### config.mk
export PLATFORM = sky130hd
export DESIGN_NAME = rv_regfile
export DESIGN_NICKNAME = d
export VERILOG_FILES = /design/src/source/rv_regfile.sv
export VERILOG_INCLUDE_DIRS = /design/src /design/src/source
export SDC_FILE = /design/constraint.sdc
export NUM_CORES = 2
export LEC_CHECK = 0
export BUFFER_PORTS_ARGS = -buffer_cell sky130_fd_sc_hd__buf_2
export CAP_MARGIN = 20
export CORE_MARGIN = 4
export CORE_UTILIZATION = 61
export DETAILED_ROUTE_END_ITERATION = 7
export PLACE_DENSITY_LB_ADDON = 0.08
export SLEW_MARGIN = 20
export SYNTH_ARGS = -nofsm -noshare
export SYNTH_HDL_FRONTEND = slang
export SYNTH_SLANG_ARGS = --single-unit
### constraint.sdc
create_clock -name i_clock -period 2.2 [get_ports i_clock]
set_input_delay 0.11 -clock i_clock [delete_from_list [all_inputs] [get_ports i_clock]]
set_output_delay 0.11 -clock i_clock [all_outputs]
set_load 0.01 [all_outputs]
### src/source/rv_defs.svh
`ifndef RV_DEFS_SVH
`define RV_DEFS_SVH

// Data and address width
`define RV_XLEN 32

// Data memory size in 32-bit words
`define RV_DMEM_WORDS 64

// First PC after reset
`define RV_RESET_PC 32'h0000_0000

`endif

### src/source/rv_regfile.sv
`timescale 1ns/10ps
`default_nettype none

`include "rv_defs.svh"

module rv_regfile (
    input  wire logic                 i_clock,
    input  wire logic                 i_reset,
    input  wire logic                 i_wr_enable,  // Write strobe
    input  wire logic [4:0]           i_wr_addr,
    input  wire logic [`RV_XLEN-1:0]  i_wr_data,
    input  wire logic [4:0]           i_rd_addr_a,
    input  wire logic [4:0]           i_rd_addr_b,
    output logic      [`RV_XLEN-1:0]  o_rd_data_a,
    output logic      [`RV_XLEN-1:0]  o_rd_data_b
);

    logic [`RV_XLEN-1:0] regs [1:31];  // No storage behind x0

    always_ff @(posedge i_clock)
    begin
        if (i_reset)
        begin
            for (int i = 1; i < 32; i++)
                regs[i] <= '0;
        end
        else if (i_wr_enable && (i_wr_addr != 5'd0))
        begin
            regs[i_wr_addr] <= i_wr_data;
        end
    end

    assign o_rd_data_a = (i_rd_addr_a == 5'd0) ? '0 : regs[i_rd_addr_a];
    assign o_rd_data_b = (i_rd_addr_b == 5'd0) ? '0 : regs[i_rd_addr_b];

endmodule

`default_nettype wire

* Yosys cells after proc, flatten, opt, wreduce, memory -nomap -nowiden *
Memories as Yosys holds them, arrays and structs flattened.
Cells that the tools add are included.

word-level totals
  bits in registers = 0
  memory bits (writable) = 992
  input port bits = 50
  output and inout bits = 64
  logic and storage cells = 16
  memories = 1

memory list
  name  depth  bits a word  rd ports  clocked after Yosys merged registers in  wr ports  RTL line          source
  regs  31     32           2         0                                        31        rv_regfile.sv:18  logic [`RV_XLEN-1:0] regs [1:31];

cells by class
  multiplexer cells = 10
  reductions and logical operators = 5

operators by type and width
  cell                 number
  32-bit 2-to-1 mux    3
  32-bit OR reduction  1
  5-bit zero test      2
  1-bit 2-to-1 mux     6
  5-bit 2-to-1 mux     1
  5-bit nonzero test   1
  1-bit logical AND    1

* Logic depth before layout (Yosys ltp) *
  depth after elaboration = 7
  mapped depth = 9
  depth with buffers taken out = 4

* Worst setup path before layout *
Ideal clock, no wire load.

  path kind = input to output
  start = input i_rd_addr_b[2]
  end = output o_rd_data_b[5]
  arrival time = 1.791 ns
  setup slack = 0.299 ns
  stages on the path = 7
  buffers on the path = 3
  path through = buf_2 -> buf_2 -> buf_1 -> mux4_2 -> a22o_1 -> a2111oi_0 -> nor3_1

on the way
  cells in the longest elaborated chain, start to end = 2
  elaborated cells on any way between the ends = 3
  classes of those cells = 1 x mux; 1 x reduce/logical; 1 x memory

RTL lines
  element                                                     RTL line          source
  from (decl)                                                 rv_regfile.sv:13  input wire logic [4:0] i_rd_addr_b,
  memory read 31 x 32 bit or 5-bit zero test (tied branches)  --
  32-bit 2-to-1 mux (*)                                       rv_regfile.sv:34  assign o_rd_data_b = (i_rd_addr_b == 5'd0) ? '0 : regs[i_rd_addr_b];
  to (decl)                                                   rv_regfile.sv:15  output logic [`RV_XLEN-1:0] o_rd_data_b

Every way passes the cells marked *; elsewhere a longest branch is shown, timed or not.

==> metrics.txt <==
die width 307 um; Syn Inst Count 3,765; DP HPWL 120,000 um; f_max 378 MHz; final setup violating endpoints 64; M1 wire length 64,500 um; nets@finish 4,197; Synth area leaders edfxtp_1, mux4_2, and2_1, mux2i_1, clkbuf_1; Crit Path Max Fanout 2; routed len/inst 34.3 um; CTS clock-pin slew for the worst setup and hold paths 60 ps; vias in the first global route 38,985; H-tree depth 3; Seq/Total Area, Yosys 56.3%; Tcrit/Tclk final 120%; fin crit period 2640 ps; Final Hold Slack 373 ps; DR vias/cell 7.05; count of non-filler cells in the finished layout 5,407; worst slew pin tran 679 ps; post-layout worst setup margin -443 ps; first-pass GRT wire length 266,000 um; commonest non-fill, non-tap cell in the layout edfxtp_1; number of buffers added on ports 113; Pwr Density 748 nW/um^2; met2 routed WL 86,000 um; final total power 50.0 mW; startpoint types flip-flop; commonest non-fill, non-tap cells in the layout edfxtp_1, and2_1, buf_4; clock buffer depth 3; Die Ht 307 um; top routing layer used met5; Placed Instances 5,161; pre-CTS setup slack -697 ps; slew margin rel. 54.7%; Syn Std Cell Area 54,600 sq um; HP Class in -> reg; Final Wtd Congestion 0.967; Most flops, register regs; # IOs 114; initial core utilization 61.6%; largest net degree at the start of global routing 43; clock sinks 1,024; routed vias 38,146; area leader, netlist edfxtp_1; total grt overflow 0; antenna violations before repair 11; layout cells sized above 1 35.5%; Peak supply drop 1.02 mV; core region area 88,600 sq um; post-synth top area share 56.3%; Pins Over Slew Limit 0; DRT Pass-1 Iters 5; FP Rows 109; WP data arrival 2530 ps; setup TNS -18,910 ps; final hold violation count 0; clock root cell clkbuf_16; WL met3 21,700 um; Critical Path RT 2090 ps; Crit Path Class reg -> out; setup repair after global routing missed its margin true; flops & latches, synth 1,024; Top Registers regs: 1024 flops; die footprint 94,400 sq um; Synth warnings 0; post-route ant nets 0; failing checks setup timing; number of buffers created by CTS 109; max-cap check violation count 0; DRC viols 0; 1st-iter DRT viols 5,396; Syn Area/Cell 14.5 sq um; max reg flops 1,024; final WL 185,000 um; outcome finished with violations; Synth cell types 44; Area growth, synth to finish 22.4%; critical path endpoint category output port; all-layer global routing usage 39.1%; Leakage 24.5 nW; CTS tree done
synthesized netlist by cell type, drive strengths merged:
cell type / instances
or3b: 3
nor3b: 1
nand3: 4
inv: 1
nand3b: 5
mux2i: 322
o22ai: 51
a211oi: 47
mux4: 356
a22o: 51
nand4b: 1
nand2b: 3
buf: 104
a22oi: 104
a221oi: 4
nor4b: 3
conb: 1
nor3: 26
nor4: 33
o21ai: 36
nand2: 6
or4: 1
o221ai: 1
a21oi: 56
or3: 2
or2: 32
nand4bb: 1
nor2: 37
and3: 3
a221o: 2
and4b: 1
nor2b: 56
and2: 995
clkbuf: 303
mux2: 34
edfxtp: 1024
a2111oi: 55
through the flow:
| stage | utilization [%] | instance area, sq um |
|---|---|---|
| 3_3_place_gp | 67.7 | 60000 |
| 4_1_cts | 74.7 | 66300 |
| 5_1_grt | 75.4 | 66900 |
| 6_report | 75.5 | 66900 |
| 2_1_floorplan | - | 54700 |
| 3_5_place_dp | 67.7 | 60000 |
where the power goes:
part	internal [mW]	total (mW)	switching (mW)	leakage, nW
logic	3.31	7.29	3.97	12.9
registers	22.6	23.2	0.647	9.75
clock network	11.6	19.5	7.90	1.84
kinds of logic (layout without fill, tap and decap cells):
family	Yosys count	in the layout	share of synthesized area, %
buf+inv	408	850	3.34
mux	712	712	21.3
compound gates	407	407	5.39
simple gates	1213	1213	13.7
other cells	1	36	0.00686
flops	1024	1024	56.3
cell type report:
| type | count | area, sq um |
|---|---|---|
| diodes | 4 | 10.0 |
| multi-input cells | 2364 | 25000 |
| fillers | 5340 | 21800 |
| well taps | 1165 | 1460 |
| flip-flops and latches | 1024 | 30700 |
| clock inverters | 78 | 926 |
| inverters | 1 | 3.75 |
| clock buffers | 124 | 2850 |
| repair buffers | 647 | 5880 |
final timing paths:
kind | start | endpoint | slack (ps) | depth (start not counted)
hold / removal | i_wr_addr[4] | regs[17][9]$_SDFFCE_PN0P_ | 370 | 5
setup / recovery | regs[31][25]$_SDFFCE_PN0P_ | o_rd_data_b[25] | -440 | 6
per-layer routing:
metal,GRT usage [%],up-vias
met5,0,-
met3,8.02,633
met1,51.4,19260
li1,-,15201
met4,23.4,8
met2,61.2,3044
what timing repair did:
item	in CTS	in global routing
hold buffers	32	0
buffers inserted	32	16
gates resized for setup	391	80
pin swaps	133	45
endpoints found under the setup margin	64	64
endpoints found under the hold margin	32	0
critical path, cell delays in order (launching register included):
cell,delay [ps]
edfxtp_1,410
mux4_2,500
a22o_4,290
a2111oi_4,240
buf_4,180
nor3_4,50
buf_2,160
(Power assumes the default switching activity.)
