**src/source/rv_defs.svh**
```systemverilog
`ifndef RV_DEFS_SVH
`define RV_DEFS_SVH

// Data and address width
`define RV_XLEN 32

// Data memory size in 32-bit words
`define RV_DMEM_WORDS 64

// First PC after reset
`define RV_RESET_PC 32'h0000_0000

`endif

```
**src/source/rv_pkg.sv**
```systemverilog
`default_nettype none

`include "rv_defs.svh"

package rv_pkg;

    // RV32I major opcodes
    typedef enum logic [6:0] {
        OPC_LUI    = 7'b0110111,
        OPC_AUIPC  = 7'b0010111,
        OPC_JAL    = 7'b1101111,
        OPC_JALR   = 7'b1100111,
        OPC_BRANCH = 7'b1100011,
        OPC_LOAD   = 7'b0000011,
        OPC_STORE  = 7'b0100011,
        OPC_OP_IMM = 7'b0010011,
        OPC_OP     = 7'b0110011
    } opcode_e;

    // Upper bit is funct7[5], lower bits are funct3
    typedef enum logic [3:0] {
        ALU_ADD  = 4'b0000,
        ALU_SUB  = 4'b1000,
        ALU_SLL  = 4'b0001,
        ALU_SLT  = 4'b0010,
        ALU_SLTU = 4'b0011,
        ALU_XOR  = 4'b0100,
        ALU_SRL  = 4'b0101,
        ALU_SRA  = 4'b1101,
        ALU_OR   = 4'b0110,
        ALU_AND  = 4'b0111
    } alu_op_e;

    typedef enum logic [1:0] {ACC_BYTE = 2'b00, ACC_HALF = 2'b01, ACC_WORD = 2'b10} access_e;
    typedef enum logic [1:0] {A_REG = 2'b00, A_PC = 2'b01, A_ZERO = 2'b10} a_sel_e;
    typedef enum logic [1:0] {B_REG = 2'b00, B_IMM = 2'b01, B_FOUR = 2'b10} b_sel_e;
    typedef enum logic [1:0] {PC_PLUS4 = 2'b00, PC_OFFSET = 2'b01, PC_INDIRECT = 2'b11} pc_sel_e;
    typedef enum logic [1:0] {WB_ALU = 2'b00, WB_MEM = 2'b01, WB_PC4 = 2'b10} wb_sel_e;

    typedef struct packed {
        alu_op_e               alu_op;
        a_sel_e                a_sel;
        b_sel_e                b_sel;
        logic                  branch;       // Conditional branch
        logic [2:0]            branch_cond;  // Branch funct3
        pc_sel_e               pc_sel;       // Jump target select
        logic                  mem_rd;
        logic                  mem_wr;
        access_e               mem_access;
        logic                  mem_unsigned;
        logic                  reg_wr;
        wb_sel_e               wb_sel;
        logic [4:0]            rd;
        logic [4:0]            rs1;
        logic [4:0]            rs2;
        logic [`RV_XLEN-1:0]   imm;
    } ctrl_t;

    typedef struct packed {
        logic                  valid;
        logic [`RV_XLEN-1:0]   pc;
        logic [`RV_XLEN-1:0]   next_pc;
        logic                  reg_wr;
        logic [4:0]            rd;
        logic [`RV_XLEN-1:0]   wr_data;
    } retire_t;

endpackage

`default_nettype wire

```
**src/source/rv_execute.sv**
```systemverilog
`timescale 1ns/10ps
`default_nettype none

`include "rv_defs.svh"

module rv_execute (
    input  rv_pkg::ctrl_t             i_ctrl,
    input  wire logic [`RV_XLEN-1:0]  i_pc,
    input  wire logic [`RV_XLEN-1:0]  i_rs1_data,
    input  wire logic [`RV_XLEN-1:0]  i_rs2_data,
    output logic      [`RV_XLEN-1:0]  o_alu_result,
    output logic      [`RV_XLEN-1:0]  o_pc_plus4,
    output logic      [`RV_XLEN-1:0]  o_next_pc
);

    logic [`RV_XLEN-1:0] operand_a;
    logic [`RV_XLEN-1:0] operand_b;
    logic [4:0]          shamt;
    logic                is_equal;
    logic                is_less_signed;
    logic                is_less_unsigned;
    logic                taken;

    always_comb
    begin
        case (i_ctrl.a_sel)
            rv_pkg::A_PC:   operand_a = i_pc;
            rv_pkg::A_ZERO: operand_a = '0;
            default:        operand_a = i_rs1_data;
        endcase

        case (i_ctrl.b_sel)
            rv_pkg::B_IMM:  operand_b = i_ctrl.imm;
            rv_pkg::B_FOUR: operand_b = `RV_XLEN'd4;
            default:        operand_b = i_rs2_data;
        endcase
    end

    assign shamt = operand_b[4:0];

    always_comb
    begin
        case (i_ctrl.alu_op)
            rv_pkg::ALU_SUB:  o_alu_result = operand_a - operand_b;
            rv_pkg::ALU_SLL:  o_alu_result = operand_a << shamt;
            rv_pkg::ALU_SLT:  o_alu_result = {31'b0, $signed(operand_a) < $signed(operand_b)};
            rv_pkg::ALU_SLTU: o_alu_result = {31'b0, operand_a < operand_b};
            rv_pkg::ALU_XOR:  o_alu_result = operand_a ^ operand_b;
            rv_pkg::ALU_SRL:  o_alu_result = operand_a >> shamt;
            rv_pkg::ALU_SRA:  o_alu_result = $signed(operand_a) >>> shamt;
            rv_pkg::ALU_OR:   o_alu_result = operand_a | operand_b;
            rv_pkg::ALU_AND:  o_alu_result = operand_a & operand_b;
            default:          o_alu_result = operand_a + operand_b;
        endcase
    end

    // Branch flags always compare the two registers
    assign is_equal         = (i_rs1_data == i_rs2_data);
    assign is_less_signed   = ($signed(i_rs1_data) < $signed(i_rs2_data));
    assign is_less_unsigned = (i_rs1_data < i_rs2_data);

    always_comb
    begin
        case (i_ctrl.branch_cond)
            3'b000:  taken = is_equal;           // BEQ
            3'b001:  taken = !is_equal;          // BNE
            3'b100:  taken = is_less_signed;     // BLT
            3'b101:  taken = !is_less_signed;    // BGE, equal counts
            3'b110:  taken = is_less_unsigned;   // BLTU
            3'b111:  taken = !is_less_unsigned;  // BGEU, equal counts
            default: taken = 1'b0;
        endcase
        if (!i_ctrl.branch)
            taken = 1'b0;
    end

    assign o_pc_plus4 = i_pc + `RV_XLEN'd4;

    always_comb
    begin
        case (i_ctrl.pc_sel)
            rv_pkg::PC_OFFSET:   o_next_pc = i_pc + i_ctrl.imm;
            rv_pkg::PC_INDIRECT: o_next_pc = {o_alu_result[`RV_XLEN-1:1], 1'b0};  // rs1+imm
            default:             o_next_pc = taken ? (i_pc + i_ctrl.imm) : o_pc_plus4;
        endcase
    end

endmodule

`default_nettype wire

```
**config.mk**
```make
export PLATFORM = sky130hd
export DESIGN_NAME = rv_execute
export DESIGN_NICKNAME = d
export VERILOG_FILES = /design/src/source/rv_pkg.sv /design/src/source/rv_execute.sv
export VERILOG_INCLUDE_DIRS = /design/src /design/src/source
export SDC_FILE = /design/constraint.sdc
export NUM_CORES = 1
export LEC_CHECK = 0
export ABC_AREA = 1
export BUFFER_PORTS_ARGS = -buffer_cell sky130_fd_sc_hd__buf_2
export CAP_MARGIN = 10
export CORE_ASPECT_RATIO = 1.75
export CORE_MARGIN = 2
export CORE_UTILIZATION = 60
export DETAILED_ROUTE_END_ITERATION = 10
export PLACE_DENSITY_LB_ADDON = 0.25
export SLEW_MARGIN = 20
export SYNTH_ARGS = -nofsm -noshare
export SYNTH_HDL_FRONTEND = slang
export SYNTH_SLANG_ARGS = --single-unit
```
**constraint.sdc**
```tcl
create_clock -name vclk -period 8.5
set_input_delay 0.85 -clock vclk [all_inputs]
set_output_delay 0.85 -clock vclk [all_outputs]
set_load 0.02 [all_outputs]
```
==> results by group, run 1 <==
Yosys
  – Seq/Total Area, Yosys: 0%
  – Avg Cell Area, Syn: 5.06 µm²
  – Synth Warn #: 0
  – Post-Synthesis Cells: 2978
  – Syn_nets: 3310
  – Cell Area, Synth: 0.0151 mm²
  – Synth cell types: 50

Global routing
  – Vias in the first global route: 22300
  – Largest net degree at the start of global routing: 68
  – Tot GR Track Use: 67.0%
  – First-pass GRT wire length: 132 mm
  – Total gr overflow: 29

Clock network
  – Post-CTS Hold Fix Bufs: 0
  – Post_cts resized: 0
  – Post-CTS setup buffer count: 0

Status
  – First Error: [ERROR GRT-0116] Global routing finished with congestion. Check the congestion regions in the DRC Viewer.
  – Outcome: did not finish
  – Failing step: global routing

Placed design
  – DP Area: 0.0162 mm²
  – GPL Wtd Cong: 1.19
  – Final HPWL DP: 64.2 mm
  – # port buffers: 238

Floorplan
  – Floorplan die height: 214 µm
  – Die width: 124 µm
  – IO Pins: 261
  – Row Count: 76
  – Starting density of the core: 61.1%
[metal layers]
metal,GRT overflow,GRT usage (%)
met1,0,67.1
met2,16,89.5
met3,0,40.9
met4,13,70.9
met5,0,3.71
[kinds of logic after synthesis]
group                      synth area share (%)
and+or+nand+nor                            51.6
xor gates and xnor gates                   3.32
adders and majority gates                  14.0
buffers and inverters                      14.0
AOI/OAI and AO/OA                          17.0
[cells in the mapped netlist, types with 7 or more instances]
| cell type | n | area, µm² |
|---|---|---|
| and2_1 | 9 | 56.3 |
| o21a_1 | 13 | 97.6 |
| nor4_1 | 13 | 81.3 |
| o21ai_1 | 11 | 55.1 |
| a22oi_1 | 27 | 203 |
| o21ai_0 | 111 | 556 |
| buf_2 | 44 | 220 |
| nor2_1 | 226 | 848 |
| o211ai_1 | 9 | 67.6 |
| a31oi_1 | 8 | 50.1 |
| inv_1 | 389 | 1460 |
| buf_4 | 15 | 113 |
| ha_1 | 164 | 2050 |
| o21ai_2 | 9 | 78.8 |
| xor2_1 | 39 | 342 |
| nand2_1 | 906 | 3400 |
| o21bai_1 | 15 | 113 |
| xnor2_1 | 18 | 158 |
| nand2_2 | 10 | 62.6 |
| inv_2 | 10 | 37.5 |
| nand3_1 | 538 | 2690 |
| nor3_1 | 18 | 90.1 |
| a21o_1 | 14 | 105 |
| a211oi_1 | 7 | 52.6 |
| o22ai_1 | 17 | 106 |
| nand4_1 | 45 | 282 |
| nand3b_1 | 11 | 82.6 |
| clkbuf_1 | 44 | 165 |
| or2_2 | 11 | 68.8 |
| a21oi_1 | 168 | 841 |
| buf_6 | 8 | 90.1 |
[per-stage QoR]
stage / util [%] / worst slack, ns / std cells
2_1_floorplan: - / 3.52 / 2978
3_3_place_gp: 65.9 / 2.36 / 3435
3_5_place_dp: 65.9 / 2.26 / 3435
4_1_cts: 65.9 / 2.26 / 3435
==> inputs of run 2 (changes only) <==
--- a/config.mk
+++ b/config.mk
@@ -9,11 +9,10 @@
 export ABC_AREA = 1
 export BUFFER_PORTS_ARGS = -buffer_cell sky130_fd_sc_hd__buf_2
 export CAP_MARGIN = 10
-export CORE_ASPECT_RATIO = 1.75
 export CORE_MARGIN = 2
-export CORE_UTILIZATION = 60
+export CORE_UTILIZATION = 40
 export DETAILED_ROUTE_END_ITERATION = 10
-export PLACE_DENSITY_LB_ADDON = 0.25
+export PLACE_DENSITY_LB_ADDON = 0.15
 export SLEW_MARGIN = 20
 export SYNTH_ARGS = -nofsm -noshare
 export SYNTH_HDL_FRONTEND = slang
==> results by group, run 2 <==
Finish
  – Commonest non-fill, non-tap cell in the layout: nand2_1
  – Sequential cell area: 0 µm²
  – Seq Cell Count: 0
  – Area Overhead vs Synth: 9.58%
  – Most frequent cells in the layout: nand2_1 (906), nand3_1 (538), inv_1 (389)
  – Share of cells above drive strength 1: 10.2%
  – Final Cell Area: 0.0165 mm²
  – Final-stage net count: 3459
  – # clk buffers: 0

Yosys
  – Syn_nets: 3310
  – Post-Synthesis Cells: 2978
  – Synth Warn #: 0
  – Avg Cell Area, Syn: 5.06 µm²
  – Synth top cells by count: nand2_1 (906), nand3_1 (538), inv_1 (389), nor2_1 (226), a21oi_1 (168)
  – Top post-synthesis cells by area: nand2_1 (23%), nand3_1 (18%), ha_1 (14%)
  – Seq/Total Area, Yosys: 0%
  – Cell Area, Synth: 0.0151 mm²
  – Area share of the largest cell type after synthesis: 22.6%
  – Synth area leader: nand2_1
  – Most frequent cell after synthesis: nand2_1
  – Synth cell types: 50

Min path
  – HP Start: i_pc[0]
  – Tightest Hold Check Type: in -> out

Timing
  – Crit path time final: 6.44 ns
  – Slew HR: 19.3%
  – Final setup TNS: 0 ns
  – Final WS setup: 2.06 ns
  – Worst Max-Slew Pin Slew: 1.21 ns
  – Final Hold Viols: 0
  – Finish-stage setup viols: 0
  – RSZ-0062 raised after global routing: false
  – Pins Over Slew Limit: 0
  – Final period util: 75.8%
  – Peak Freq: 0.155 GHz

Status
  – Outcome: finished clean

Clock network
  – Post-CTS setup buffer count: 0
  – Post-CTS Hold Fix Bufs: 0
  – Post_cts resized: 0

Placed design
  – GPL Wtd Cong: 1.13
  – Final HPWL DP: 73.6 mm
  – DP Area: 0.0165 mm²
  – # port buffers: 238
  – Pre-CTS WS: 2.30 ns

Floorplan
  – Starting density of the core: 40.3%
  – Row Count: 71
  – CORE AREA: 0.0374 mm²
  – Die ar.: 0.0392 mm²
  – IO Pins: 261
  – Floorplan die height: 198 µm
  – Die width: 198 µm

Global routing
  – Largest net degree at the start of global routing: 71
  – Vias in the first global route: 19600
  – First-pass GRT wire length: 125 mm
  – Antenna violations before repair: 2
  – Total gr overflow: 0
  – Tot GR Track Use: 42.9%

Power and ir drop
  – Leakage: 9.22 nW
  – Total chip power: 0.00207 W
  – Pwr per Cell Area: 125 mW/mm²
  – Peak supply drop: 0.0000392 V

Route
  – DR iter-0 viols: 2866
  – Vias per inst: 5.99
  – Pre-Repair DR Iteration Count: 7
  – Via count: 21800
  – Antenna-violating nets left: 0
  – Drt drc: 0
  – DRT Wirelength: 87.3 mm
  – Wirelength per Cell: 24.0 µm

Worst setup path
  – WP data arrival: 5.59 ns
  – WS Path Type: in -> out
  – WP data required: 7.65 ns
  – CP endpoint kind: primary output
  – Critical path launch point: i_ctrl[61]
  – Crit path max fanout: 32
  – Critical Path Source Type: input port

Flow run
  – Maxcap violations: 0
## run 2: cell counts after synthesis
Identical to the previous run, type by type.
## run 2: logic make-up after synthesis
kind of cell	after synthesis	synth area share, %
AO/OA/AOI/OAI	436	17.0
XOR/XNOR	57	3.32
adder cells (fa/ha/maj)	167	14.0
buffers and inverters	517	14.0
AND/OR/NAND/NOR	1801	51.6
## run 2: final timing paths
check,end,slack [ns],cells past startpoint
hold / removal,o_pc_plus4[0],2.01,2
setup / recovery,o_next_pc[25],2.06,19
## run 2: power breakdown
group | switching (W) | internal [W]
registers | 0 | 0
logic | 0.00151 | 0.000563
clock network | 0 | 0.0000000000157
## run 2: metrics by stage
stage	utilization (%)	hold slack, ns	std cells
floorplan	-	1.79	2978
global placement	44.1	2.00	3636
detailed placement	44.1	2.00	3636
CTS	44.1	2.01	3636
global route	44.1	2.00	3637
finish	44.1	2.01	3637
## run 2: routing by layer
layer | global-route usage (%) | wire length (µm)
met2 | 65.6 | 36500
met3 | 7.29 | 9870
met1 | 56.3 | 34600
met5 | 0 | 0
met4 | 25.2 | 6220
## run 2: final cells by class
type	instances	area, µm²
inverter	401	1510
tap	511	639
timing repair buffer	263	1380
fill	4358	20900
multi-input combinational	2461	13000
antenna	1	2.50
## run 2: critical path, stage by stage
cell     delay [ns]
buf_2          0.10
inv_1          0.04
ha_1           0.26
buf_4          0.36
inv_4          0.12
nand2_1        0.10
inv_2          0.23
a22oi_1        0.57
inv_1          0.10
ha_1           0.48
inv_1          0.29
o22ai_1        0.13
a21oi_1        0.49
nand2_1        0.10
a21oi_1        0.38
nand4_1        0.39
nand2_1        0.27
nand3_1        0.10
buf_2          0.17
(Power assumes the default switching activity.)
==> inputs of run 3 (changes only) <==
==> constraint.sdc (replaced) <==
create_clock -name vclk -period 5.4
set_input_delay 0.54 -clock vclk [all_inputs]
set_output_delay 0.54 -clock vclk [all_outputs]
set_load 0.02 [all_outputs]
==> results by group, run 3 (synthesis results as in run 2) <==
Timing
  – Pins Over Slew Limit: 0
  – Finish-stage setup viols: 0
  – Final setup TNS: 0 ns
  – Final Hold Viols: 0
  – Slew HR: 29.1%
  – Peak Freq: 0.189 GHz
  – RSZ-0062 raised after global routing: false
  – Crit path time final: 5.29 ns
  – Final period util: 97.9%
  – Worst Max-Slew Pin Slew: 1.06 ns
  – Worst Hold Margin: 1.39 ns

Global routing
  – Tot GR Track Use: 43.7%
  – First-pass GRT wire length: 127 mm
  – Routing usage on met2: 68.4%
  – Largest net degree at the start of global routing: 70
  – Antenna violations before repair: 1
  – GRT busiest layer: met2
  – Grt met3 use: 6.73%
  – Met1 usage: 56.5%
  – Total gr overflow: 0
  – Vias in the first global route: 20200

Worst setup path
  – CP endpoint kind: primary output
  – Crit path max fanout: 18
  – Critical Path Source Type: input port
  – WS Path Type: in -> out
  – WP data arrival: 4.75 ns
  – WP data required: 4.86 ns

Clock network
  – Post-CTS Hold Fix Bufs: 0

Power and ir drop
  – Switching share of total power: 71.2%
  – Switch Pwr: 0.00240 W
  – Pwr per Cell Area: 198 mW/mm²
  – Reg power frac: 0%
  – Peak supply drop: 0.0000817 V
  – Combinational share of power: 100.0%
  – Clock power frac: 0%
  – Pint: 0.000971 W
  – Leakage: 9.53 nW

Finish
  – # fillers: 4367
  – Area Overhead vs Synth: 13.2%
  – Seq Cell Count: 0
  – Sequential cell area: 0 µm²
  – Share of cells above drive strength 1: 12.2%
  – Commonest non-fill, non-tap cell in the layout: nand2_1
  – Most frequent cells in the layout: nand2_1 (906), nand3_1 (538), inv_1 (389)
  – Final-stage net count: 3521
  – # clk buffers: 0
  – Final Cell Area: 0.0171 mm²
  – N_diodes: 0

Floorplan
  – Die width: 198 µm
  – Floorplan die height: 198 µm
  – Die ar.: 0.0392 mm²
  – CORE AREA: 0.0374 mm²
  – IO Pins: 261
  – Row Count: 71
  – Starting density of the core: 40.3%

Placed design
  – GPL Wtd Cong: 1.09
  – DP Area: 0.0170 mm²
  – # port buffers: 238
  – Final HPWL DP: 75.5 mm

Route
  – Vias per inst: 6.00
  – DR iter-0 viols: 2885
  – Wirelength per Cell: 24.0 µm
  – Via count: 22200
  – DRT Wirelength: 88.6 mm
  – Pre-Repair DR Iteration Count: 6
  – Antenna-violating nets left: 0
  – Drt drc: 0

Min path
  – Tightest Hold Check Type: in -> out

Flow run
  – Maxcap violations: 0

Status
  – Outcome: finished clean
-- run 3: cell count changes in the layout (fill, tap and decap cells not counted), moves of 3 or more --
cell	change
o21ai_0	-3
buf_4	+58
a22oi_1	-8
o21ai_1	+3
a22oi_2	+8
buf_12	+4
-- run 3: power groups by stage --
stage          clock network [W]  logic, W  registers (W)
2_1_floorplan                  0   0.00205              0
3_3_place_gp                   0   0.00320              0
3_5_place_dp                   0   0.00323              0
4_1_cts                        0   0.00324              0
5_1_grt                        0   0.00360              0
6_report                       0   0.00337              0
-- run 3: stage by stage --
stage	instances	worst slack [ns]	util, %	total power (W)
2_1_floorplan	2978	1.04	-	0.00205
3_3_place_gp	3698	0.267	45.5	0.00320
3_5_place_dp	3698	0.235	45.5	0.00323
4_1_cts	3698	0.219	45.5	0.00324
5_1_grt	3698	0.0288	45.6	0.00360
6_report	3698	0.114	45.6	0.00337
-- run 3: layout make-up --
cell class / instances / area (µm²) / share of cell area, %
multi-input cells: 2461 / 13000 / 76.3
repair buffers: 325 / 1890 / 11.1
well taps: 511 / 639 / 3.75
inverters: 401 / 1510 / 8.84
-- run 3: path summary, 6_finish.rpt --
kind  cells after the start  slack, ns        from             to
max                      20       0.11  i_ctrl[61]  o_next_pc[25]
min                       2       1.39     i_pc[0]  o_pc_plus4[0]
-- run 3: timing repair --
item                                    in CTS  in global routing
gates resized for setup                      0                 12
endpoints found under the setup margin       0                  4
setup buffers                                0                  0
-- run 3: worst max-delay path, stage by stage --
cell,delay [ns]
buf_2,0.09
inv_1,0.04
ha_1,0.43
inv_4,0.11
nand2_1,0.09
inv_2,0.13
buf_12,0.20
a22oi_1,0.53
inv_1,0.11
ha_1,0.61
inv_1,0.22
a21oi_1,0.29
o21a_1,0.18
a21boi_0,0.32
nand4_1,0.14
nand3_1,0.10
nand4_1,0.15
nand2_1,0.18
nand3_1,0.09
buf_2,0.17
-- run 3: per-layer routing --
metal	share of wire, %	vias up
met2	42	1569
met4	7.5	0
li1	-	10200
met1	39	10100
met3	11	240
met5	0	-
