`src/source/rv_defs.svh`:
```
`ifndef RV_DEFS_SVH
`define RV_DEFS_SVH

// Data and address width
`define RV_XLEN 32

// Data memory size in 32-bit words
`define RV_DMEM_WORDS 64

// First PC after reset
`define RV_RESET_PC 32'h0000_0000

`endif

```
`src/source/rv_pkg.sv`:
```
`default_nettype none

`include "rv_defs.svh"

package rv_pkg;

    // RV32I major opcodes
    typedef enum logic [6:0] {
        OPC_LUI    = 7'b0110111,
        OPC_AUIPC  = 7'b0010111,
        OPC_JAL    = 7'b1101111,
        OPC_JALR   = 7'b1100111,
        OPC_BRANCH = 7'b1100011,
        OPC_LOAD   = 7'b0000011,
        OPC_STORE  = 7'b0100011,
        OPC_OP_IMM = 7'b0010011,
        OPC_OP     = 7'b0110011
    } opcode_e;

    // Upper bit is funct7[5], lower bits are funct3
    typedef enum logic [3:0] {
        ALU_ADD  = 4'b0000,
        ALU_SUB  = 4'b1000,
        ALU_SLL  = 4'b0001,
        ALU_SLT  = 4'b0010,
        ALU_SLTU = 4'b0011,
        ALU_XOR  = 4'b0100,
        ALU_SRL  = 4'b0101,
        ALU_SRA  = 4'b1101,
        ALU_OR   = 4'b0110,
        ALU_AND  = 4'b0111
    } alu_op_e;

    typedef enum logic [1:0] {ACC_BYTE = 2'b00, ACC_HALF = 2'b01, ACC_WORD = 2'b10} access_e;
    typedef enum logic [1:0] {A_REG = 2'b00, A_PC = 2'b01, A_ZERO = 2'b10} a_sel_e;
    typedef enum logic [1:0] {B_REG = 2'b00, B_IMM = 2'b01, B_FOUR = 2'b10} b_sel_e;
    typedef enum logic [1:0] {PC_PLUS4 = 2'b00, PC_OFFSET = 2'b01, PC_INDIRECT = 2'b11} pc_sel_e;
    typedef enum logic [1:0] {WB_ALU = 2'b00, WB_MEM = 2'b01, WB_PC4 = 2'b10} wb_sel_e;

    typedef struct packed {
        alu_op_e               alu_op;
        a_sel_e                a_sel;
        b_sel_e                b_sel;
        logic                  branch;       // Conditional branch
        logic [2:0]            branch_cond;  // Branch funct3
        pc_sel_e               pc_sel;       // Jump target select
        logic                  mem_rd;
        logic                  mem_wr;
        access_e               mem_access;
        logic                  mem_unsigned;
        logic                  reg_wr;
        wb_sel_e               wb_sel;
        logic [4:0]            rd;
        logic [4:0]            rs1;
        logic [4:0]            rs2;
        logic [`RV_XLEN-1:0]   imm;
    } ctrl_t;

    typedef struct packed {
        logic                  valid;
        logic [`RV_XLEN-1:0]   pc;
        logic [`RV_XLEN-1:0]   next_pc;
        logic                  reg_wr;
        logic [4:0]            rd;
        logic [`RV_XLEN-1:0]   wr_data;
    } retire_t;

endpackage

`default_nettype wire

```
`src/source/rv_decode.sv`:
```
`timescale 1ns/10ps
`default_nettype none

`include "rv_defs.svh"

module rv_decode (
    input  wire logic [31:0]  i_inst,  // Instruction word
    output rv_pkg::ctrl_t     o_ctrl   // Decoded control
);

    logic [`RV_XLEN-1:0] imm;

    // Immediate format follows the opcode
    always_comb
    begin
        case (i_inst[6:0])
            rv_pkg::OPC_LUI,
            rv_pkg::OPC_AUIPC:  imm = {i_inst[31:12], 12'b0};
            rv_pkg::OPC_JAL:    imm = {{11{i_inst[31]}}, i_inst[31], i_inst[19:12],
                                       i_inst[20], i_inst[30:21], 1'b0};
            rv_pkg::OPC_BRANCH: imm = {{19{i_inst[31]}}, i_inst[31], i_inst[7],
                                       i_inst[30:25], i_inst[11:8], 1'b0};
            rv_pkg::OPC_STORE:  imm = {{20{i_inst[31]}}, i_inst[31:25], i_inst[11:7]};
            rv_pkg::OPC_JALR,
            rv_pkg::OPC_LOAD,
            rv_pkg::OPC_OP_IMM: imm = {{20{i_inst[31]}}, i_inst[31:20]};
            default:            imm = '0;
        endcase
    end

    always_comb
    begin
        // Safe defaults give a no-op with PC+4
        o_ctrl.alu_op       = rv_pkg::ALU_ADD;
        o_ctrl.a_sel        = rv_pkg::A_REG;
        o_ctrl.b_sel        = rv_pkg::B_REG;
        o_ctrl.branch       = 1'b0;
        o_ctrl.branch_cond  = i_inst[14:12];
        o_ctrl.pc_sel       = rv_pkg::PC_PLUS4;
        o_ctrl.mem_rd       = 1'b0;
        o_ctrl.mem_wr       = 1'b0;
        o_ctrl.mem_access   = rv_pkg::ACC_WORD;
        o_ctrl.mem_unsigned = 1'b0;
        o_ctrl.reg_wr       = 1'b0;
        o_ctrl.wb_sel       = rv_pkg::WB_ALU;
        o_ctrl.rd           = i_inst[11:7];
        o_ctrl.rs1          = i_inst[19:15];
        o_ctrl.rs2          = i_inst[24:20];
        o_ctrl.imm          = imm;

        unique casez ({i_inst[31:25], i_inst[14:12], i_inst[6:0]})
            {10'b???????_???, rv_pkg::OPC_LUI}:     // LUI
            begin
                o_ctrl.a_sel  = rv_pkg::A_ZERO;
                o_ctrl.b_sel  = rv_pkg::B_IMM;
                o_ctrl.reg_wr = 1'b1;
            end

            {10'b???????_???, rv_pkg::OPC_AUIPC}:   // AUIPC
            begin
                o_ctrl.a_sel  = rv_pkg::A_PC;
                o_ctrl.b_sel  = rv_pkg::B_IMM;
                o_ctrl.reg_wr = 1'b1;
            end

            {10'b???????_???, rv_pkg::OPC_JAL}:     // JAL
            begin
                o_ctrl.wb_sel = rv_pkg::WB_PC4;
                o_ctrl.reg_wr = 1'b1;
                o_ctrl.pc_sel = rv_pkg::PC_OFFSET;
            end

            {10'b???????_000, rv_pkg::OPC_JALR}:    // JALR, target from the ALU
            begin
                o_ctrl.b_sel  = rv_pkg::B_IMM;
                o_ctrl.wb_sel = rv_pkg::WB_PC4;
                o_ctrl.reg_wr = 1'b1;
                o_ctrl.pc_sel = rv_pkg::PC_INDIRECT;
            end

            {10'b???????_000, rv_pkg::OPC_BRANCH},  // BEQ
            {10'b???????_001, rv_pkg::OPC_BRANCH},  // BNE
            {10'b???????_100, rv_pkg::OPC_BRANCH},  // BLT
            {10'b???????_101, rv_pkg::OPC_BRANCH},  // BGE
            {10'b???????_110, rv_pkg::OPC_BRANCH},  // BLTU
            {10'b???????_111, rv_pkg::OPC_BRANCH}:  // BGEU
                o_ctrl.branch = 1'b1;

            {10'b???????_000, rv_pkg::OPC_LOAD},    // LB
            {10'b???????_001, rv_pkg::OPC_LOAD},    // LH
            {10'b???????_010, rv_pkg::OPC_LOAD},    // LW
            {10'b???????_100, rv_pkg::OPC_LOAD},    // LBU
            {10'b???????_101, rv_pkg::OPC_LOAD}:    // LHU
            begin
                o_ctrl.b_sel        = rv_pkg::B_IMM;
                o_ctrl.wb_sel       = rv_pkg::WB_MEM;
                o_ctrl.reg_wr       = 1'b1;
                o_ctrl.mem_rd       = 1'b1;
                o_ctrl.mem_unsigned = i_inst[14];
                o_ctrl.mem_access   = rv_pkg::access_e'(i_inst[13:12]);
            end

            {10'b???????_000, rv_pkg::OPC_STORE},   // SB
            {10'b???????_001, rv_pkg::OPC_STORE},   // SH
            {10'b???????_010, rv_pkg::OPC_STORE}:   // SW
            begin
                o_ctrl.b_sel      = rv_pkg::B_IMM;
                o_ctrl.mem_wr     = 1'b1;
                o_ctrl.mem_access = rv_pkg::access_e'(i_inst[13:12]);
            end

            {10'b???????_000, rv_pkg::OPC_OP_IMM},  // ADDI
            {10'b???????_010, rv_pkg::OPC_OP_IMM},  // SLTI
            {10'b???????_011, rv_pkg::OPC_OP_IMM},  // SLTIU
            {10'b???????_100, rv_pkg::OPC_OP_IMM},  // XORI
            {10'b???????_110, rv_pkg::OPC_OP_IMM},  // ORI
            {10'b???????_111, rv_pkg::OPC_OP_IMM}:  // ANDI
            begin
                o_ctrl.b_sel  = rv_pkg::B_IMM;
                o_ctrl.reg_wr = 1'b1;
                o_ctrl.alu_op = rv_pkg::alu_op_e'({1'b0, i_inst[14:12]});
            end

            {10'b0000000_001, rv_pkg::OPC_OP_IMM},  // SLLI
            {10'b0000000_101, rv_pkg::OPC_OP_IMM},  // SRLI
            {10'b0100000_101, rv_pkg::OPC_OP_IMM}:  // SRAI
            begin
                o_ctrl.b_sel  = rv_pkg::B_IMM;
                o_ctrl.reg_wr = 1'b1;
                o_ctrl.alu_op = rv_pkg::alu_op_e'({i_inst[30], i_inst[14:12]});
            end

            {10'b0000000_000, rv_pkg::OPC_OP},      // ADD
            {10'b0100000_000, rv_pkg::OPC_OP},      // SUB
            {10'b0000000_001, rv_pkg::OPC_OP},      // SLL
            {10'b0000000_010, rv_pkg::OPC_OP},      // SLT
            {10'b0000000_011, rv_pkg::OPC_OP},      // SLTU
            {10'b0000000_100, rv_pkg::OPC_OP},      // XOR
            {10'b0000000_101, rv_pkg::OPC_OP},      // SRL
            {10'b0100000_101, rv_pkg::OPC_OP},      // SRA
            {10'b0000000_110, rv_pkg::OPC_OP},      // OR
            {10'b0000000_111, rv_pkg::OPC_OP}:      // AND
            begin
                o_ctrl.reg_wr = 1'b1;
                o_ctrl.alu_op = rv_pkg::alu_op_e'({i_inst[30], i_inst[14:12]});
            end

            default: ;                              // MUL/DIV and unknown fall here
        endcase
    end

endmodule

`default_nettype wire

```
`config.mk`:
```
export PLATFORM = sky130hd
export DESIGN_NAME = rv_decode
export DESIGN_NICKNAME = d
export VERILOG_FILES = /design/src/source/rv_pkg.sv /design/src/source/rv_decode.sv
export VERILOG_INCLUDE_DIRS = /design/src /design/src/source
export SDC_FILE = /design/constraint.sdc
export NUM_CORES = 1
export LEC_CHECK = 0
export BUFFER_PORTS_ARGS = -buffer_cell sky130_fd_sc_hd__buf_2
export CAP_MARGIN = 10
export CORE_MARGIN = 2
export CORE_UTILIZATION = 30
export DETAILED_ROUTE_END_ITERATION = 8
export PLACE_DENSITY = 0.76
export RECOVER_POWER = 50
export SLEW_MARGIN = 5
export SYNTH_ARGS = -nofsm -noshare
export SYNTH_HDL_FRONTEND = slang
export SYNTH_SLANG_ARGS = --single-unit
```
`constraint.sdc`:
```
create_clock -name vclk -period 1.4
set_input_delay 0.14 -clock vclk [all_inputs]
set_output_delay 0.14 -clock vclk [all_outputs]
set_load 0.05 [all_outputs]
```
==> results of run 1 <==
[cells in the mapped netlist (4+ instances only)]
cell type,count,area share [%]
sky130_fd_sc_hd__buf_4,19,15
sky130_fd_sc_hd__a21o_1,14,11
sky130_fd_sc_hd__nor2_1,7,2.8
sky130_fd_sc_hd__and2_1,6,4.0
sky130_fd_sc_hd__nor3_1,6,3.2
sky130_fd_sc_hd__a21o_2,5,4.7
sky130_fd_sc_hd__a21oi_1,5,2.7
sky130_fd_sc_hd__a22o_1,5,4.7
sky130_fd_sc_hd__inv_1,5,2.0
sky130_fd_sc_hd__a211oi_1,4,3.2
sky130_fd_sc_hd__nand2_1,4,1.6
sky130_fd_sc_hd__nand3_1,4,2.1
sky130_fd_sc_hd__o21ai_0,4,2.1
[repair_timing]
action / 4_1_cts
pin swaps: 30
hold endpoints to repair: 0
setup endpoints to repair: 50
resized for setup: 164
hold buffers: 0
cloned: 1
buffers inserted: 10
[through the flow]
stage               setup slack, ns  utilization [%]  TNS, ns
CTS                         -0.3111            88.50   -10.02
global placement            -0.4238            66.33   -15.42
detailed placement          -0.4475            66.33   -15.98
floorplan                   -0.5768                -   -8.298
[kinds of logic after synthesis]
logic type	after synthesis	synth area share [%]
other	1	0.3996
buffers and inverters	32	22.53
AOI/OAI and AO/OA	47	37.47
and+or+nand+nor	58	39.60
==> out/summary.md, run 1 <==
## Run status
• **outcome** aborted with a tool error
• **stage where the flow stopped** global routing
• **error message** [ERROR DPL-0033] detailed placement checks failed during check placement.

## Placed design
• **hpwl dp** 3.372 mm
• **Post-Place Cells** 295
• **number of port buffers** 100
• **standard cell area after detailed placement** 1992 µm²
• **global placer's final weighted congestion** 0.7917

## Global route
• **initial antenna violation count** 1
• **maximum number of pins on one net before global-route repair** 11

## Floorplan
• **width of the die** 59.93 µm
• **starting utilization of the core area** 31.25%
• **I/O Pins** 101
• **vertical extent of the die** 59.93 µm
• **Row Count** 20

## Logic synthesis
• **cell area after synthesis** 938.4 µm²
• **number of nets produced by synthesis** 170
• **Mapped Cells** 138
• **number of distinct library cell variants in the gate-level netlist after synthesis** 45
• **sequential element share of the synthesized area** 0%
• **mean area per synthesized cell** 6.800 µm²
• **warnings from Yosys** 0

## Timing
• **GRT worst endpoint** o_ctrl[67]
• **Worst-path end type** output port

==> run 2, diff against run 1 <==
--- a/config.mk
+++ b/config.mk
@@ -9,9 +9,9 @@
 export BUFFER_PORTS_ARGS = -buffer_cell sky130_fd_sc_hd__buf_2
 export CAP_MARGIN = 10
 export CORE_MARGIN = 2
-export CORE_UTILIZATION = 30
+export CORE_UTILIZATION = 20
 export DETAILED_ROUTE_END_ITERATION = 8
-export PLACE_DENSITY = 0.76
+export PLACE_DENSITY_LB_ADDON = 0.15
 export RECOVER_POWER = 50
 export SLEW_MARGIN = 5
 export SYNTH_ARGS = -nofsm -noshare
==> constraint.sdc (replaced) <==
create_clock -name vclk -period 1.82
set_input_delay 0.182 -clock vclk [all_inputs]
set_output_delay 0.182 -clock vclk [all_outputs]
set_load 0.05 [all_outputs]
==> out/summary.md, run 2 <==
## Global route
• **most congested layer reported by global routing** met2
• **GR Util met3** 1.528%
• **global-route wire length before repair** 6.313 mm
• **via count of the first global-routing pass** 1361
• **overall overflow remaining after global route** 0
• **global-route track usage on met2** 26.30%
• **maximum number of pins on one net before global-route repair** 13
• **global-route usage over all layers** 14.56%
• **met1 Use GR** 19.52%
• **initial antenna violation count** 0

## Critical path
• **combined buffer and inverter count along the critical path** 5
• **type of origin of the critical path** primary input
• **CP delay by family, top** buffers and inverters
• **Crit path largest cell delay** 0.20 ns
• **crit path from** i_inst[3]
• **Cell Chain, Critical Path** buf_2 > nand4bb_1 > buf_4 > buf_4 > a211oi_2 > nand3b_1 > buf_4 > nand4b_1 > buf_6
• **Data arrival, critical path** 1.59 ns
• **cell seen most often among critical-path stages** sky130_fd_sc_hd__buf_4
• **Max FO, Critical Path** 6
• **type of the setup path with the least slack** primary input to primary output
• **kind of end point of the critical path** primary output
• **required time at the worst-slack endpoint** 1.64 ns
• **slowest cell on the critical path** sky130_fd_sc_hd__a211oi_2

## Floorplan
• **I/O Pins** 101, unchanged
• **starting utilization of the core area** 21.11%, -10 points
• **width of the die** 72.50 µm, +21%
• **placeable core region** 4444 µm²
• **Row Count** 24, +20%
• **vertical extent of the die** 72.50 µm, +21%
• **Die Footprint** 5256 µm²

## Power
• **fraction of power consumed by combinational cells** 100.0%
• **NetSw** 0.2619 mW
• **net switching fraction of the power** 65.14%
• **static power due to leakage** 1.083 nW
• **Clock Power Share** 0%
• **proportion of power drawn by flip-flops and latches** 0%
• **cell internal pwr** 0.1402 mW
• **maximum ir drop on the vdd rail** 0.09056 mV
• **power density over the cells** 202.2 nW/µm²
• **total power** 0.4021 mW

## Layout
• **final-layout clock buffer total** 0
• **final instance area** 1988 µm²
• **Seq cells** 0
• **most common cell after layout, fill and taps aside** sky130_fd_sc_hd__buf_4
• **number of antenna repair diodes** 0
• **count of nets after finishing** 291
• **highest-count cells in the layout ignoring fill and taps** sky130_fd_sc_hd__buf_4, sky130_fd_sc_hd__buf_2, sky130_fd_sc_hd__buf_6
• **flip-flop and latch area** 0 µm²
• **Synth-to-Final Area Change** 111.9%
• **number of cells in the finished layout apart from fillers** 309
• **fraction of final layout cells with drive strength greater than 1** 63.04%

## Detailed routing
• **vias after detailed routing** 1463
• **Remaining DRCs** 0
• **first-pass iteration count of the detailed router** 4
• **violation count after the first detailed-route iteration** 47
• **count of antenna-violating nets left after detailed routing** 0
• **number of vias per cell** 4.735
• **Final Routed Wirelength** 4.316 mm
• **routed length per instance** 13.97 µm

## Logic synthesis
• **cell area after synthesis** 938.4 µm², unchanged
• **largest area contributor in the synthesized netlist** sky130_fd_sc_hd__buf_4
• **sequential element share of the synthesized area** 0%, unchanged
• **Mapped Cells** 138, unchanged
• **ranking of synthesized cells by instance count** sky130_fd_sc_hd__buf_4, sky130_fd_sc_hd__a21o_1, sky130_fd_sc_hd__nor2_1
• **number of distinct library cell variants in the gate-level netlist after synthesis** 45, unchanged
• **Area contributors post-synth** sky130_fd_sc_hd__buf_4, sky130_fd_sc_hd__a21o_1, sky130_fd_sc_hd__a21o_2
• **Synth top area share** 15.20%, unchanged
• **warnings from Yosys** 0, unchanged
• **most common cell in the synthesized netlist** sky130_fd_sc_hd__buf_4
• **mean area per synthesized cell** 6.800 µm², unchanged
• **number of nets produced by synthesis** 170, unchanged

## Run status
• **outcome** completed

## Timing
• **number of endpoints failing setup at the final stage** 0
• **final clock period utilization by the worst path** 97.48%
• **Final Hold Violating Endpoints** 0
• **slew at the pin with the worst max-slew slack** 0.6149 ns
• **Rel. slew slack** 59.18%
• **accumulated negative setup slack** 0 ns
• **setup repair after global routing missed its margin** yes
• **time the worst path needs with I/O delays and setup** 1.774 ns
• **highest attainable clock frequency** 0.5637 GHz
• **Max Transition Viols Final** 0

## Placed design
• **global placer's final weighted congestion** 0.7840, -0.97%
• **Post-Place Cells** 307, +4.1%
• **number of port buffers** 100, unchanged
• **hpwl dp** 3.375 mm, about the same
• **standard cell area after detailed placement** 1728 µm², -13%

## Run
• **total of max-cap violations** 0

## Min path
• **critical hold path startpoint** i_inst[25]
• **min-delay worst type** primary input to primary output

-- run 2: cell counts after synthesis --
Identical to the previous run, type by type.
-- run 2: area by class of cell --
| class | instances | area, µm² |
|---|---|---|
| tap | 52 | 65.06 |
| inverter | 5 | 18.77 |
| fill | 482 | 2456 |
| multi-input combinational | 106 | 903.4 |
| timing repair buffer | 146 | 1001 |
-- run 2: path summary, 6_finish.rpt --
kind / end / slack, ns / depth (start not counted)
hold / removal: o_ctrl[25] / 0.72 / 3
setup / recovery: o_ctrl[61] / 0.05 / 9
-- run 2: per-layer routing --
| metal | routed length, µm | part of all wire (%) |
|---|---|---|
| met1 | 1988 | 46 |
| met2 | 2042 | 47 |
| met3 | 285 | 6.6 |
| met4 | 0 | 0 |
| met5 | 0 | 0 |
-- run 2: cells by family (layout without fill, tap and decap cells) --
logic type      after synthesis  count (layout)  synth area share (%)
simple gates                 58              58                 39.60
buf+inv                      32             151                 22.53
other cells                   1               1                0.3996
compound gates               47              47                 37.47
-- run 2: power by group through the flow --
| stage | sequential (mW) | clock, mW | combinational (mW) |
|---|---|---|---|
| after floorplan | 0 | 0 | 0.251 |
| after global placement | 0 | 0 | 0.373 |
| after detailed placement | 0 | 0 | 0.372 |
| after CTS | 0 | 0 | 0.387 |
| after global routing | 0 | 0 | 0.425 |
| final | 0 | 0 | 0.402 |
-- run 2: repair_timing --
item                                    4_1_cts  5_1_grt
pin swaps                                     1        4
hold buffers                                  0        0
setup buffers                                 1        1
cloned                                        0        0
endpoints found under the setup margin       28       36
resized for setup                            38       41
-- run 2: stage by stage --
step	setup slack, ns	hold WS, ns	utilization (%)
after floorplan	-0.4739	0.5311	-
after global placement	-0.1538	0.6680	38.88
after detailed placement	-0.1638	0.6681	38.88
after CTS	-0.001178	0.6681	41.67
after global routing	-0.01874	0.7457	44.74
final	0.04588	0.7219	44.74
(Power assumes the default switching activity.)
==> run 3, diff against run 2 <==
--- a/config.mk
+++ b/config.mk
@@ -12,7 +12,6 @@
 export CORE_UTILIZATION = 20
 export DETAILED_ROUTE_END_ITERATION = 8
 export PLACE_DENSITY_LB_ADDON = 0.15
-export RECOVER_POWER = 50
 export SLEW_MARGIN = 5
 export SYNTH_ARGS = -nofsm -noshare
 export SYNTH_HDL_FRONTEND = slang
==> constraint.sdc (replaced) <==
create_clock -name vclk -period 2
set_input_delay 0.2 -clock vclk [all_inputs]
set_output_delay 0.2 -clock vclk [all_outputs]
set_load 0.05 [all_outputs]
==> out/summary.md, run 3 (same netlist as run 2, synthesis figures left out) <==
## Critical path
• **Max FO, Critical Path** 11, +5
• **required time at the worst-slack endpoint** 1.80 ns, +0.16 ns
• **Cell Chain, Critical Path** buf_2 > or2_1 > a211o_1 > a211oi_2 > buf_4 > a21o_1 > clkbuf_4
• **type of the setup path with the least slack** primary input to primary output
• **slowest cell on the critical path** sky130_fd_sc_hd__a211o_1
• **Crit path largest cell delay** 0.35 ns, +0.15 ns
• **combined buffer and inverter count along the critical path** 3, -2
• **type of origin of the critical path** primary input
• **kind of end point of the critical path** primary output
• **CP delay by family, top** compound AO/OA/AOI/OAI gates
• **Data arrival, critical path** 1.72 ns, +0.13 ns

## Global route
• **maximum number of pins on one net before global-route repair** 13, unchanged
• **initial antenna violation count** 0, unchanged
• **global-route wire length before repair** 5.802 mm, -8.1%
• **via count of the first global-routing pass** 1243, -8.7%
• **overall overflow remaining after global route** 0, unchanged
• **global-route usage over all layers** 13.41%, -1.1 points

## Layout
• **final-layout clock buffer total** 0, unchanged
• **count of nets after finishing** 266, -8.6%
• **Seq cells** 0, unchanged
• **Final Core Density** 36.15%, -8.6 points
• **highest-count cells in the layout ignoring fill and taps** sky130_fd_sc_hd__buf_2, sky130_fd_sc_hd__buf_4, sky130_fd_sc_hd__a21o_1
• **number of antenna repair diodes** 0, unchanged
• **final instance area** 1607 µm², -19%
• **most common cell after layout, fill and taps aside** sky130_fd_sc_hd__buf_2
• **Synth-to-Final Area Change** 71.20%
• **number of cells in the finished layout apart from fillers** 284, -8.1%
• **flip-flop and latch area** 0 µm², unchanged
• **fraction of final layout cells with drive strength greater than 1** 64.66%, +1.6 points

## Detailed routing
• **Remaining DRCs** 0, unchanged
• **count of antenna-violating nets left after detailed routing** 0, unchanged
• **vias after detailed routing** 1393, -4.8%
• **number of vias per cell** 4.905, +3.6%
• **routed length per instance** 13.51 µm, -3.3%
• **Final Routed Wirelength** 3.836 mm, -11%
• **violation count after the first detailed-route iteration** 50, +6.4%
• **first-pass iteration count of the detailed router** 4, unchanged

## Power
• **cell internal pwr** 0.09607 mW, -31%
• **total power** 0.3184 mW, -21%
• **maximum ir drop on the vdd rail** 0.07041 mV, -22%
• **NetSw** 0.2223 mW, -15%
• **proportion of power drawn by flip-flops and latches** 0%, unchanged
• **net switching fraction of the power** 69.82%, +4.7 points
• **power density over the cells** 198.2 nW/µm², -2.0%
• **fraction of power consumed by combinational cells** 100.0%, about the same
• **static power due to leakage** 0.9746 nW, -10%
• **Clock Power Share** 0%, unchanged

## CTS
• **post-CTS setup buffer count** 0, -1
• **count of hold-fix buffers inserted at cts** 0, unchanged

## Floorplan
• **placeable core region** 4444 µm², unchanged
• **width of the die** 72.50 µm, unchanged
• **vertical extent of the die** 72.50 µm, unchanged
• **Row Count** 24, unchanged
• **Die Footprint** 5256 µm², unchanged
• **starting utilization of the core area** 21.11%, unchanged
• **I/O Pins** 101, unchanged

## Timing
• **worst hold slack** 0.7027 ns, -0.01927 ns
• **number of endpoints failing setup at the final stage** 0, unchanged
• **setup repair after global routing missed its margin** no
• **Final Hold Violating Endpoints** 0, unchanged
• **smallest setup slack after layout** 0.08170 ns, +0.03582 ns
• **Max Transition Viols Final** 0, unchanged
• **final clock period utilization by the worst path** 95.91%
• **time the worst path needs with I/O delays and setup** 1.918 ns
• **accumulated negative setup slack** 0 ns, unchanged
• **highest attainable clock frequency** 0.5213 GHz

## Placed design
• **number of port buffers** 100, unchanged
• **Post-Place Cells** 284, -7.5%
• **standard cell area after detailed placement** 1535 µm², -11%
• **worst setup slack before clock tree synthesis** 0.009945 ns, +0.1737 ns
• **global placer's final weighted congestion** 0.8200, +4.6%
• **hpwl dp** 3.265 mm, -3.3%

## Run
• **total of max-cap violations** 0, unchanged

## Run status
• **outcome** completed

## Min path
• **min-delay worst type** primary input to primary output

[run 3: changes by cell type in the layout (fill, tap and decap cells not counted), sizes merged]
cell,previous run,this run
buf,118,108
clkbuf,28,13
[run 3: cell type report]
cell class	count	area, µm²
well taps	52	65.06
inverters	5	18.77
repair buffers	121	690.7
multi-input cells	106	832.0
fillers	493	2838
[run 3: what timing repair did]
action | 4_1_cts | 5_1_grt
resized for setup | 3 | 16
pin swaps | 1 | 0
endpoints found under the setup margin | 2 | 26
[run 3: path summary, 6_finish.rpt]
check | startpoint | endpoint | cells past startpoint
min | i_inst[9] | o_ctrl[44] | 2
max | i_inst[6] | o_ctrl[28] | 7
[run 3: power groups by stage]
stage,registers [mW],logic (mW),clock network (mW)
floorplan,0,0.227,0
global placement,0,0.314,0
detailed placement,0,0.311,0
CTS,0,0.314,0
global route,0,0.339,0
finish,0,0.318,0
[run 3: routing by layer]
| layer | GRT usage [%] | routed length [µm] | part of all wire, % | up-vias |
|---|---|---|---|---|
| met4 | 0 | 0 | 0 | 0 |
| met1 | 17.19 | 1647 | 43 | 631 |
| met2 | 25.89 | 1895 | 49 | 76 |
| li1 | - | - | - | 686 |
| met5 | 0 | 0 | 0 | - |
| met3 | 0.9722 | 294 | 7.7 | 0 |
